<file path="src/common/nn_pkg.sv">
package nn_pkg;

  localparam int data_len = 8;
  localparam int ROW_VALS = 9;  // values held in one ROM row.
  localparam int ROWS_PER_FETCH = 4;
  localparam int FETCH_VALS = ROW_VALS * ROWS_PER_FETCH;
  localparam int ROWS_PER_LAYER = 32;
  localparam int NUM_LAYERS = 5;

  typedef logic signed [data_len-1:0] val_t;
  typedef val_t [ROW_VALS-1:0] row_t;
  typedef val_t [FETCH_VALS-1:0] wvec_t;
  typedef logic signed [31:0] acc_t;
  typedef logic [2:0] phase_t;
  typedef logic [7:0] rom_addr_t;

  typedef enum logic [2:0] {
    LAYER0 = 3'd0,
    LAYER1 = 3'd1,
    LAYER2 = 3'd2,
    LAYER3 = 3'd3,
    AFFINE = 3'd4
  } layer_t;

  // weight k of row a is the low byte of a*37 + k*11 + 5.
  function automatic row_t rom_row(rom_addr_t a);
    row_t r;
    int v;
    for (int k = 0; k < ROW_VALS; k++) begin
      v = int'(a) * 37 + k * 11 + 5;
      r[k] = v[data_len-1:0];
    end
    return r;
  endfunction

endpackage

</file>
<file path="src/logic/phase_counter.sv">
`timescale 1ns/1ps

module phase_counter #(
  parameter int NUM_PHASES = 8
) (
  input logic clk,
  input logic rst_n,
  input logic clear,
  input logic step,
  output nn_pkg::phase_t phase,
  output logic last
);
  import nn_pkg::*;

  always_ff @(posedge clk or negedge rst_n) begin
    if (!rst_n) begin
      phase <= '0;
    end else if (clear) begin
      phase <= '0;  // clear wins over step.
    end else if (step) begin
      phase <= phase + phase_t'(1);
    end
  end

  assign last = (phase == phase_t'(NUM_PHASES - 1));

endmodule

</file>
<file path="config.mk">
export PLATFORM = sky130hd
export DESIGN_NAME = phase_counter
export DESIGN_NICKNAME = d
export VERILOG_FILES = /design/src/common/nn_pkg.sv /design/src/logic/phase_counter.sv
export SDC_FILE = /design/constraint.sdc
export NUM_CORES = 1
export LEC_CHECK = 0
export BUFFER_PORTS_ARGS = -buffer_cell sky130_fd_sc_hd__buf_2
export CAP_MARGIN = 20
export CELL_PAD_IN_SITES_DETAIL_PLACEMENT = 1
export CELL_PAD_IN_SITES_GLOBAL_PLACEMENT = 2
export CORE_AREA = 10 10 47 49
export DETAILED_ROUTE_END_ITERATION = 7
export DIE_AREA = 0 0 57 59
export GPL_TIMING_DRIVEN = 0
export PLACE_DENSITY_LB_ADDON = 0.1
export SYNTH_ARGS = -nofsm -noshare
export SYNTH_HDL_FRONTEND = slang
export SYNTH_SLANG_ARGS = --single-unit
</file>
<file path="constraint.sdc">
create_clock -name clk -period 2.21 [get_ports clk]
set_input_delay 0.3315 -clock clk [delete_from_list [all_inputs] [get_ports clk]]
set_output_delay 0.3315 -clock clk [all_outputs]
set_load 0.02 [all_outputs]
</file>
==> flow_summary.json <==
{
  "totalPowerFinal_uw": 181.5,
  "largest_register": "phase",
  "number_of_antenna_violations_at_the_first_check_in_global_routing": 0,
  "pin_count_of_the_biggest_net_entering_global_routing": 4,
  "htreeDepth": 1,
  "layout_cells_excl_fill": 39,
  "post_route_drc_violation_count": 0,
  "startpoint_type_of_the_worst_setup_path": "flop",
  "cts_max_path_buffers": 2,
  "post_synthesis_register_bit_count": 3,
  "worst_path_cell_chain": "ha_1 -> ha_1 -> buf_2",
  "nets_in_the_synthesized_netlist": 17,
  "post-cts-setup-buffers": 0,
  "hold_viol_final": 0,
  "maxCapViolCount": 0,
  "fin_crit_ns": 1.498,
  "crit_slowest_cell": "dfrtp_1",
  "floorplan.io_pins": 8,
  "critPathArrivalTime_ns": 1.17,
  "path_class": "reg2out",
  "yosysSeqAreaShare": 0.5357,
  "setup_violations": 0,
  "io_buf_count": 7,
  "max_slew.worst_pin.slew_ns": 0.1515,
  "row_count": 14,
  "max_clock_freq_mhz": 667.7,
  "cts_root_buffer": "clkbuf_4",
  "vias_per_cell": 3.205,
  "clock_sinks": 3,
  "max-vdd-ir-drop_v": 0.0001816,
  "end_kind": "primary output",
  "cell_area_power_density_mw_per_mm2": 784.3,
  "fin_crit_sh": 0.6777,
  "design.core.area_sq_mm": 0.001401,
  "grt.overflow.total": 0,
  "largest_registers": "phase x3",
  "antenna_diode_count": 0,
  "critical_path_peak_fanout": 3,
  "num_vias": 125,
  "design.die.area_sq_mm": 0.003363,
  "synth.avg_cell_area_sq_um": 12.74,
  "clock_pin_transition_on_the_worst_setup_and_hold_timing_paths_ns": 0.04,
  "setup_repair_after_global_routing_missed_its_margin": "no",
  "hold_class": "in2reg",
  "critPathMostFrequentCell": "ha_1",
  "global_route.usage.total": 0.02856,
  "largest_register_ffs": 3,
  "layout-drive-gt1-share": 0.4348,
  "first_global_vias": 155,
  "timing.setup.tns_ns": 0,
  "globalplace.congestion": 0.5614,
  "firstDrtPassIters": 2,
  "worst-path-buf-inv": 1,
  "critPathRequiredTime_ns": 1.88,
  "synth.distinct_cells": 5,
  "netlist_area_sq_um": 140.1,
  "run_status": "finished, final reports clean",
  "tritoncts.num_buffers": 3,
  "static-leakage-power_nw": 0.1324,
  "synth-warning-count": 0,
  "worstSkewPairLatency_ns": 0.23,
  "final_net_count": 30,
  "placed_cells_incl_taps": 34,
  "filler_cell_count": 176,
  "slew_headroom": 0.8961,
  "layout-area-overhead-vs-synth_pct": 65.18,
  "chipHeight_um": 59,
  "report.final.slew_viol_count": 0,
  "drt_first_iter_violations": 1,
  "die_width_um": 57,
  "detail_route.wl_per_cell_um": 10.03,
  "routed_wl_um": 391,
  "cts_tree": "built",
  "global_route_wire_length_before_repair_um": 662,
  "clock_skew_ns": 0.001326,
  "syn-instance-count": 11,
  "floorplan.initialDensity": 0.1000,
  "max_stage_delay_ns": 0.40,
  "cp_top_family": "flip-flops",
  "drt_antenna_net_count": 0
}
## per-layer routing
| metal | global-route usage | vias up | share of wire |
|---|---|---|---|
| met5 | 0 | - | 0 |
| met4 | 0.04027 | 0 | 0 |
| met3 | 0.01931 | 0 | 0.15 |
| met2 | 0.03256 | 6 | 0.40 |
| met1 | 0.02861 | 59 | 0.45 |
| li1 | - | 60 | - |
## logic make-up after synthesis
family | synth area share
adder cells (fa/ha/maj) | 0.1785
multiplexers | 0.1429
XOR/XNOR | 0.06251
flip-flops | 0.5357
AND/OR/NAND/NOR | 0.08035
## synthesized netlist by cell type, drive strengths merged
library cell	n	area share
xnor2	1	0.063
nor2	3	0.080
ha	2	0.18
dfrtp	3	0.54
mux2i	2	0.14
## metrics by stage
| stage | util | hold slack, ns | instance area (sq um) | setup WS (ns) |
|---|---|---|---|---|
| global placement | 0.1393 | 0.1286 | 195.2 | 0.9583 |
| floorplan | - | 0.03591 | 140.1 | 0.9483 |
| finish | 0.1652 | 0.2861 | 231.5 | 0.7123 |
| CTS | 0.1652 | 0.2808 | 231.5 | 0.6916 |
| global route | 0.1652 | 0.2955 | 231.5 | 0.6537 |
| detailed placement | 0.1393 | 0.1316 | 195.2 | 0.9433 |
## report_power, final
| group | leakage (nW) | switching [mW] | internal [mW] |
|---|---|---|---|
| clock network | 0.0150 | 0.0262 | 0.0675 |
| registers | 0.0404 | 0.00363 | 0.0591 |
| logic | 0.0771 | 0.0139 | 0.0112 |
| total | 0.132 | 0.0437 | 0.138 |
## path summary, 6_finish.rpt
path / from / end / slack (ns) / cells after the start
worst max register to register: phase[0] / phase[2] / 1.01 / 4
worst max-delay path: phase[0] / last / 0.71 / 3
min in group asynchronous: rst_n / phase[0] / 0.43 / 2
worst min register to register: phase[2] / phase[2] / 0.56 / 2
worst min-delay path: clear / phase[0] / 0.29 / 2
max in group asynchronous: rst_n / phase[1] / 1.67 / 2
## cells in the final DEF, fill, tap and decap left out
| cell type | count |
|---|---|
| clkbuf_4 | 3 |
| buf_2 | 7 |
| xnor2_1 | 1 |
| dfrtp_1 | 3 |
| ha_1 | 2 |
| nor2_1 | 3 |
| mux2i_1 | 2 |
| dlygate4sd3_1 | 1 |
| clkbuf_1 | 1 |
## repair_timing
item | CTS | global route
hold buffers | 1 | 0
endpoints found under the hold margin | 3 | 0
setup endpoints to repair | 0 | 0
resized for setup | 0 | 0
## final cells by class
class	instances	area, sq um	share of cell area
Multi-Input combinational cell	8	65.06	0.2811
Sequential cell	3	75.07	0.3243
Timing Repair Buffer	8	45.04	0.1946
Clock buffer	4	26.28	0.1135
Tap cell	16	20.02	0.08649
No activity file was read; power rests on OpenSTA's default activity.
