[src/common/nn_pkg.sv]
package nn_pkg;

  localparam int data_len = 8;
  localparam int ROW_VALS = 9;  // values held in one ROM row.
  localparam int ROWS_PER_FETCH = 4;
  localparam int FETCH_VALS = ROW_VALS * ROWS_PER_FETCH;
  localparam int ROWS_PER_LAYER = 32;
  localparam int NUM_LAYERS = 5;

  typedef logic signed [data_len-1:0] val_t;
  typedef val_t [ROW_VALS-1:0] row_t;
  typedef val_t [FETCH_VALS-1:0] wvec_t;
  typedef logic signed [31:0] acc_t;
  typedef logic [2:0] phase_t;
  typedef logic [7:0] rom_addr_t;

  typedef enum logic [2:0] {
    LAYER0 = 3'd0,
    LAYER1 = 3'd1,
    LAYER2 = 3'd2,
    LAYER3 = 3'd3,
    AFFINE = 3'd4
  } layer_t;

  // weight k of row a is the low byte of a*37 + k*11 + 5.
  function automatic row_t rom_row(rom_addr_t a);
    row_t r;
    int v;
    for (int k = 0; k < ROW_VALS; k++) begin
      v = int'(a) * 37 + k * 11 + 5;
      r[k] = v[data_len-1:0];
    end
    return r;
  endfunction

endpackage

[src/common/weight_fetch_if.sv]
`timescale 1ns/1ps

interface weight_fetch_if;
  import nn_pkg::*;

  logic req;
  layer_t layer;
  phase_t phase;
  logic ack;
  wvec_t weights;  // valid while ack is high.

  modport requester (
    output req, layer, phase,
    input ack, weights
  );

  modport store (
    input req, layer, phase,
    output ack, weights
  );

endinterface

[src/logic/layer_sequencer.sv]
`timescale 1ns/1ps

module layer_sequencer (
  input logic clk,
  input logic rst_n,
  input logic start,
  output logic done,
  weight_fetch_if.requester fetch,
  input nn_pkg::phase_t phase,
  input logic last,
  output logic phase_clear,
  output logic phase_step,
  output logic accum_en,
  output logic clear_en,
  output logic layer_done
);
  import nn_pkg::*;

  typedef enum logic [2:0] {IDLE, REQUEST, RELEASE, NEXT, FINISH} state_t;

  state_t state;
  layer_t layer;

  assign fetch.layer = layer;
  assign fetch.phase = phase;

  // the weights are valid on the edge that sees ack, so they are consumed there.
  assign accum_en = (state == REQUEST) && fetch.ack;
  assign clear_en = accum_en && (phase == '0);
  assign layer_done = (state == NEXT) && last;
  assign phase_step = (state == NEXT) && !last;
  assign phase_clear = (state == IDLE) || layer_done;

  always_ff @(posedge clk or negedge rst_n) begin
    if (!rst_n) begin
      state <= IDLE;
      layer <= LAYER0;
      fetch.req <= 1'b0;
      done <= 1'b0;
    end else begin
      case (state)
        IDLE: begin
          if (start) begin
            layer <= LAYER0;
            fetch.req <= 1'b1;
            state <= REQUEST;
          end
        end
        REQUEST: begin
          if (fetch.ack) begin
            fetch.req <= 1'b0;
            state <= RELEASE;
          end
        end
        RELEASE: begin
          if (!fetch.ack) state <= NEXT;  // store is ready for another fetch.
        end
        NEXT: begin
          if (!last) begin
            fetch.req <= 1'b1;
            state <= REQUEST;
          end else if (layer == AFFINE) begin
            done <= 1'b1;
            state <= FINISH;
          end else begin
            layer <= layer_t'(layer + 3'd1);
            fetch.req <= 1'b1;
            state <= REQUEST;
          end
        end
        FINISH: begin
          if (!start) begin
            done <= 1'b0;
            state <= IDLE;
          end
        end
        default: state <= IDLE;
      endcase
    end
  end

endmodule

[src/flat_wrapper.sv]
// flat-port wrapper written by rule: the top's interface ports become plain ports
module layer_sequencer_flat import nn_pkg::*;
  (clk, rst_n, start, done, phase, last, phase_clear, phase_step, accum_en, clear_en, layer_done, fetch_req, fetch_layer, fetch_phase, fetch_ack, fetch_weights);
  weight_fetch_if fetch_i ();
  input logic clk;
  input logic rst_n;
  input logic start;
  output logic done;
  input nn_pkg::phase_t phase;
  input logic last;
  output logic phase_clear;
  output logic phase_step;
  output logic accum_en;
  output logic clear_en;
  output logic layer_done;
  output wire logic [$bits(fetch_i.req)-1:0] fetch_req;
  output wire logic [$bits(fetch_i.layer)-1:0] fetch_layer;
  output wire logic [$bits(fetch_i.phase)-1:0] fetch_phase;
  input wire logic [$bits(fetch_i.ack)-1:0] fetch_ack;
  input wire logic [$bits(fetch_i.weights)-1:0] fetch_weights;
  assign fetch_req = fetch_i.req;
  assign fetch_layer = fetch_i.layer;
  assign fetch_phase = fetch_i.phase;
  assign fetch_i.ack = fetch_ack;
  assign fetch_i.weights = fetch_weights;
  layer_sequencer u_core (.clk(clk), .rst_n(rst_n), .start(start), .done(done), .fetch(fetch_i), .phase(phase), .last(last), .phase_clear(phase_clear), .phase_step(phase_step), .accum_en(accum_en), .clear_en(clear_en), .layer_done(layer_done));
endmodule
[config.mk]
export PLATFORM = sky130hd
export DESIGN_NAME = layer_sequencer_flat
export DESIGN_NICKNAME = d
export VERILOG_FILES = /design/src/common/nn_pkg.sv /design/src/common/weight_fetch_if.sv /design/src/logic/layer_sequencer.sv /design/src/flat_wrapper.sv
export SDC_FILE = /design/constraint.sdc
export NUM_CORES = 1
export LEC_CHECK = 0
export BUFFER_PORTS_ARGS = -buffer_cell sky130_fd_sc_hd__buf_2
export CORE_AREA = 10 10 111 113
export CTS_CLUSTER_DIAMETER = 60
export CTS_CLUSTER_SIZE = 10
export DETAILED_ROUTE_END_ITERATION = 16
export DIE_AREA = 0 0 121 123
export SLEW_MARGIN = 20
export SYNTH_ARGS = -nofsm -noshare
export SYNTH_HDL_FRONTEND = slang
export SYNTH_SLANG_ARGS = --single-unit
[constraint.sdc]
create_clock -name clk -period 1.49 [get_ports clk]
set_input_delay 0.3725 -clock clk [delete_from_list [all_inputs] [get_ports clk]]
set_output_delay 0.3725 -clock clk [all_outputs]
set_load 0.05 [all_outputs]
==> impl_metrics.py <==
metrics = {
    "run_status": {
        "status": "complete, but fails checks",
        "violations": "negative setup slack",
    },
    "worst_setup_path": {
        "cp-end-kind": "primary output",
        "critPathRequiredTime_ps": 1120,
        "setup.worst_path.start": "u_core.state[1]",
        "r2r_cells": 5,
        "worst_path_max_delay_cell": "dfrtp_2",
        "cp_max_fo": 4,
        "slowest_delay_ps": 440,
        "crit_type": "reg2out",
        "crit_arrival_ps": 1310,
        "crit_path_start_kind": "register",
        "path_cells": "nor3_4, nor4b_4, buf_6",
        "worstReg2RegStart": "u_core.state[0]",
    },
    "floorplan": {
        "die_h_um": 123,
        "die_area_um2": 14900,
        "ios": 309,
        "core_um2": 10100,
        "die_x_um": 121,
        "placementRows": 37,
        "initial_utilization_pct": 5.45,
    },
    "clock_network": {
        "cts_sinks": 8,
        "cts_tree": "done",
        "clk_path_buf_depth": 2,
        "cts_htree_levels": 1,
        "clk_latency_ps": 230,
        "clk_pin_slew_worst_paths_ps": 40,
        "cts_made_buffers": 3,
        "clockRootBuffer": "clkbuf_8",
    },
    "global_route": {
        "grt_use_total_pct": 2.73,
        "antenna_found_initial": 0,
        "grt_pass1_wl_um": 3020,
        "grt_max_degree": 9,
        "first_global_vias": 664,
        "grt_overflow": 0,
    },
    "logic_synthesis": {
        "syn_avg_cell_area_um2": 8.92,
        "async_flop_share_pct": 100,
        "synth_fa_ha_area_share_pct": 4.52,
        "synth_edf_count": 0,
        "ys.flop_type": "dfrtp_1",
        "syn-num-nets": 360,
        "synth_mux_area_share_pct": 7.69,
        "synth_compound_area_share_pct": 13.8,
        "syn_area_um2": 553,
        "synth.top_cell.area_share_pct": 36.2,
        "yosys.area_share.simple_pct": 27.1,
        "synth.most_common_cell": "dfrtp_1",
        "synth_top_family_by_area": "simple AND/OR/NAND/NOR gates",
        "synth_seq_cells": 8,
        "synth-warning-count": 0,
        "ys_types": 28,
        "syn_inst": 62,
        "yosys.area_share.xor_xnor_pct": 0,
        "synth_seq_area_share_pct": 36.2,
        "synth_top_cell_by_area": "dfrtp_1",
        "synth_area_leaders": "dfrtp_1 (36%), buf_4 (5.4%), ha_1 (4.5%), mux2_2 (4.1%), a21oi_1 (3.6%)",
        "synth_common_cells": "dfrtp_1 (8), nand2_1 (5), nor2_1 (5)",
    },
    "drt": {
        "dr.pass1.iters": 2,
        "drt-initial-drc-count": 14,
        "vias": 588,
        "drt_drc_violations_left": 0,
        "wl_um": 1930,
        "final_antenna_net_count": 0,
        "wl_per_cell_um": 8.16,
        "avgViaCountPerCell": 2.49,
    },
    "worst_hold_path": {
        "min_from": "start",
        "hold_class": "in2reg",
        "holdPathStages": 3,
    },
    "placement": {
        "globalplace.congestion": 0.750,
        "postPlaceCellArea_um2": 917,
        "place_inst": 225,
        "place_hpwl_um": 1570,
        "portBuffers": 20,
    },
    "final_layout": {
        "area_growth_pct": 98.6,
        "postLayoutCoreUtil_pct": 10.8,
        "n_antenna_cell": 0,
        "stdcell_count": 236,
        "design_area_um2": 1100,
        "finalNetCount": 399,
        "drive_above_1_share_pct": 61.0,
    },
    "timing": {
        "timing.final.ws_setup_ps": -197,
        "setup_tns_ps": -732,
        "rsz0062_at_grt": "yes",
        "report.final.slew_viol_count": 0,
        "slew_headroom_pct": 81.1,
        "worst_pin_slew_ps": 285,
        "setup_violations": 5,
        "fmax_ghz": 0.593,
        "finalCriticalPeriod_ps": 1690,
        "hold_viol_final": 0,
        "period_share_pct": 113,
        "skew_ps": 2.41,
    },
    "job": {
        "cap_violations": 0,
    },
    "power": {
        "p_per_area_nw_per_um2": 1750,
        "p_leak_nw": 0.446,
        "p_total_mw": 1.92,
        "peakVddDrop_mv": 0.337,
    },
}
==> cell type report <==
type	instances	area, um^2
Timing Repair Buffer	40	310
Sequential cell	8	204
Fill cell	1151	9040
Clock buffer	4	45.0
Tap cell	136	170
Inverter	5	18.8
Multi-Input combinational cell	43	350
==> flip-flops by register name, summed over array words and instances, names as in the netlist <==
signal,flops
u_core.done,1
u_core.fetch.layer,3
u_core.fetch.req,1
u_core.state,3
==> power breakdown <==
group	switching, mW	internal (mW)
registers	0.0885	0.294
logic	0.692	0.573
clock network	0.0913	0.186
==> kinds of logic (layout without fill, tap and decap cells) <==
logic type,Yosys count,count (layout)
AO/OA/AOI/OAI,12,12
adder cells (fa/ha/maj),2,2
buffers and inverters,11,49
flip-flops,8,8
multiplexers,4,4
AND/OR/NAND/NOR,25,25
==> stage by stage <==
| step | setup WS [ps] | hold slack [ps] |
|---|---|---|
| floorplan | -614 | 76.9 |
| global placement | -122 | 230 |
| detailed placement | -144 | 234 |
| CTS | -248 | 476 |
| global route | -278 | 527 |
| finish | -197 | 479 |
==> what timing repair did <==
action | CTS | global route
hold buffers | 1 | 0
setup endpoints to repair | 8 | 8
pin swaps | 3 | 2
buffers inserted | 2 | 5
hold endpoints to repair | 8 | 0
gates resized for setup | 14 | 10
==> worst max-delay path, delay by kind of cell, from the launching register on <==
family | cells | cell delay (ps)
flops | 1 | 440
buf+inv | 1 | 190
simple gates | 2 | 440
==> cells in the final DEF, fill, tap and decap left out, drive strengths merged <==
cell type and instances:
nor2b 2, or4b 1, a211o 1, o21ai 2, nand3 3, nor4b 1
inv 5, o22ai 2, mux2 2, a311oi 1, nor3 3, nand2b 2
nand2 6, dlygate4sd3 1, or2 1, buf 39, nor2 5, dfrtp 8
clkbuf 4, ha 2, a21oi 4, a2bb2oi 1, o21bai 1, nor4 1
mux2i 2
==> final timing paths <==
kind                                         end  slack (ps)
hold / removal                  u_core.fetch.req         480
setup reg to reg           u_core.fetch.layer[2]          20
hold reg to reg            u_core.fetch.layer[0]         510
max in group asynchronous        u_core.state[1]         780
min in group asynchronous  u_core.fetch.layer[2]         520
setup / recovery                        clear_en        -200
==> layer usage <==
metal | global-route usage (%) | vias to the layer above | share of wire [%]
met5 | 0 | - | 0
met2 | 4.29 | 16 | 50
met3 | 0.820 | 4 | 5.6
li1 | - | 288 | -
met1 | 2.52 | 280 | 39
met4 | 3.62 | 0 | 5.3
Note: power is estimated with default switching activity, not from simulation.
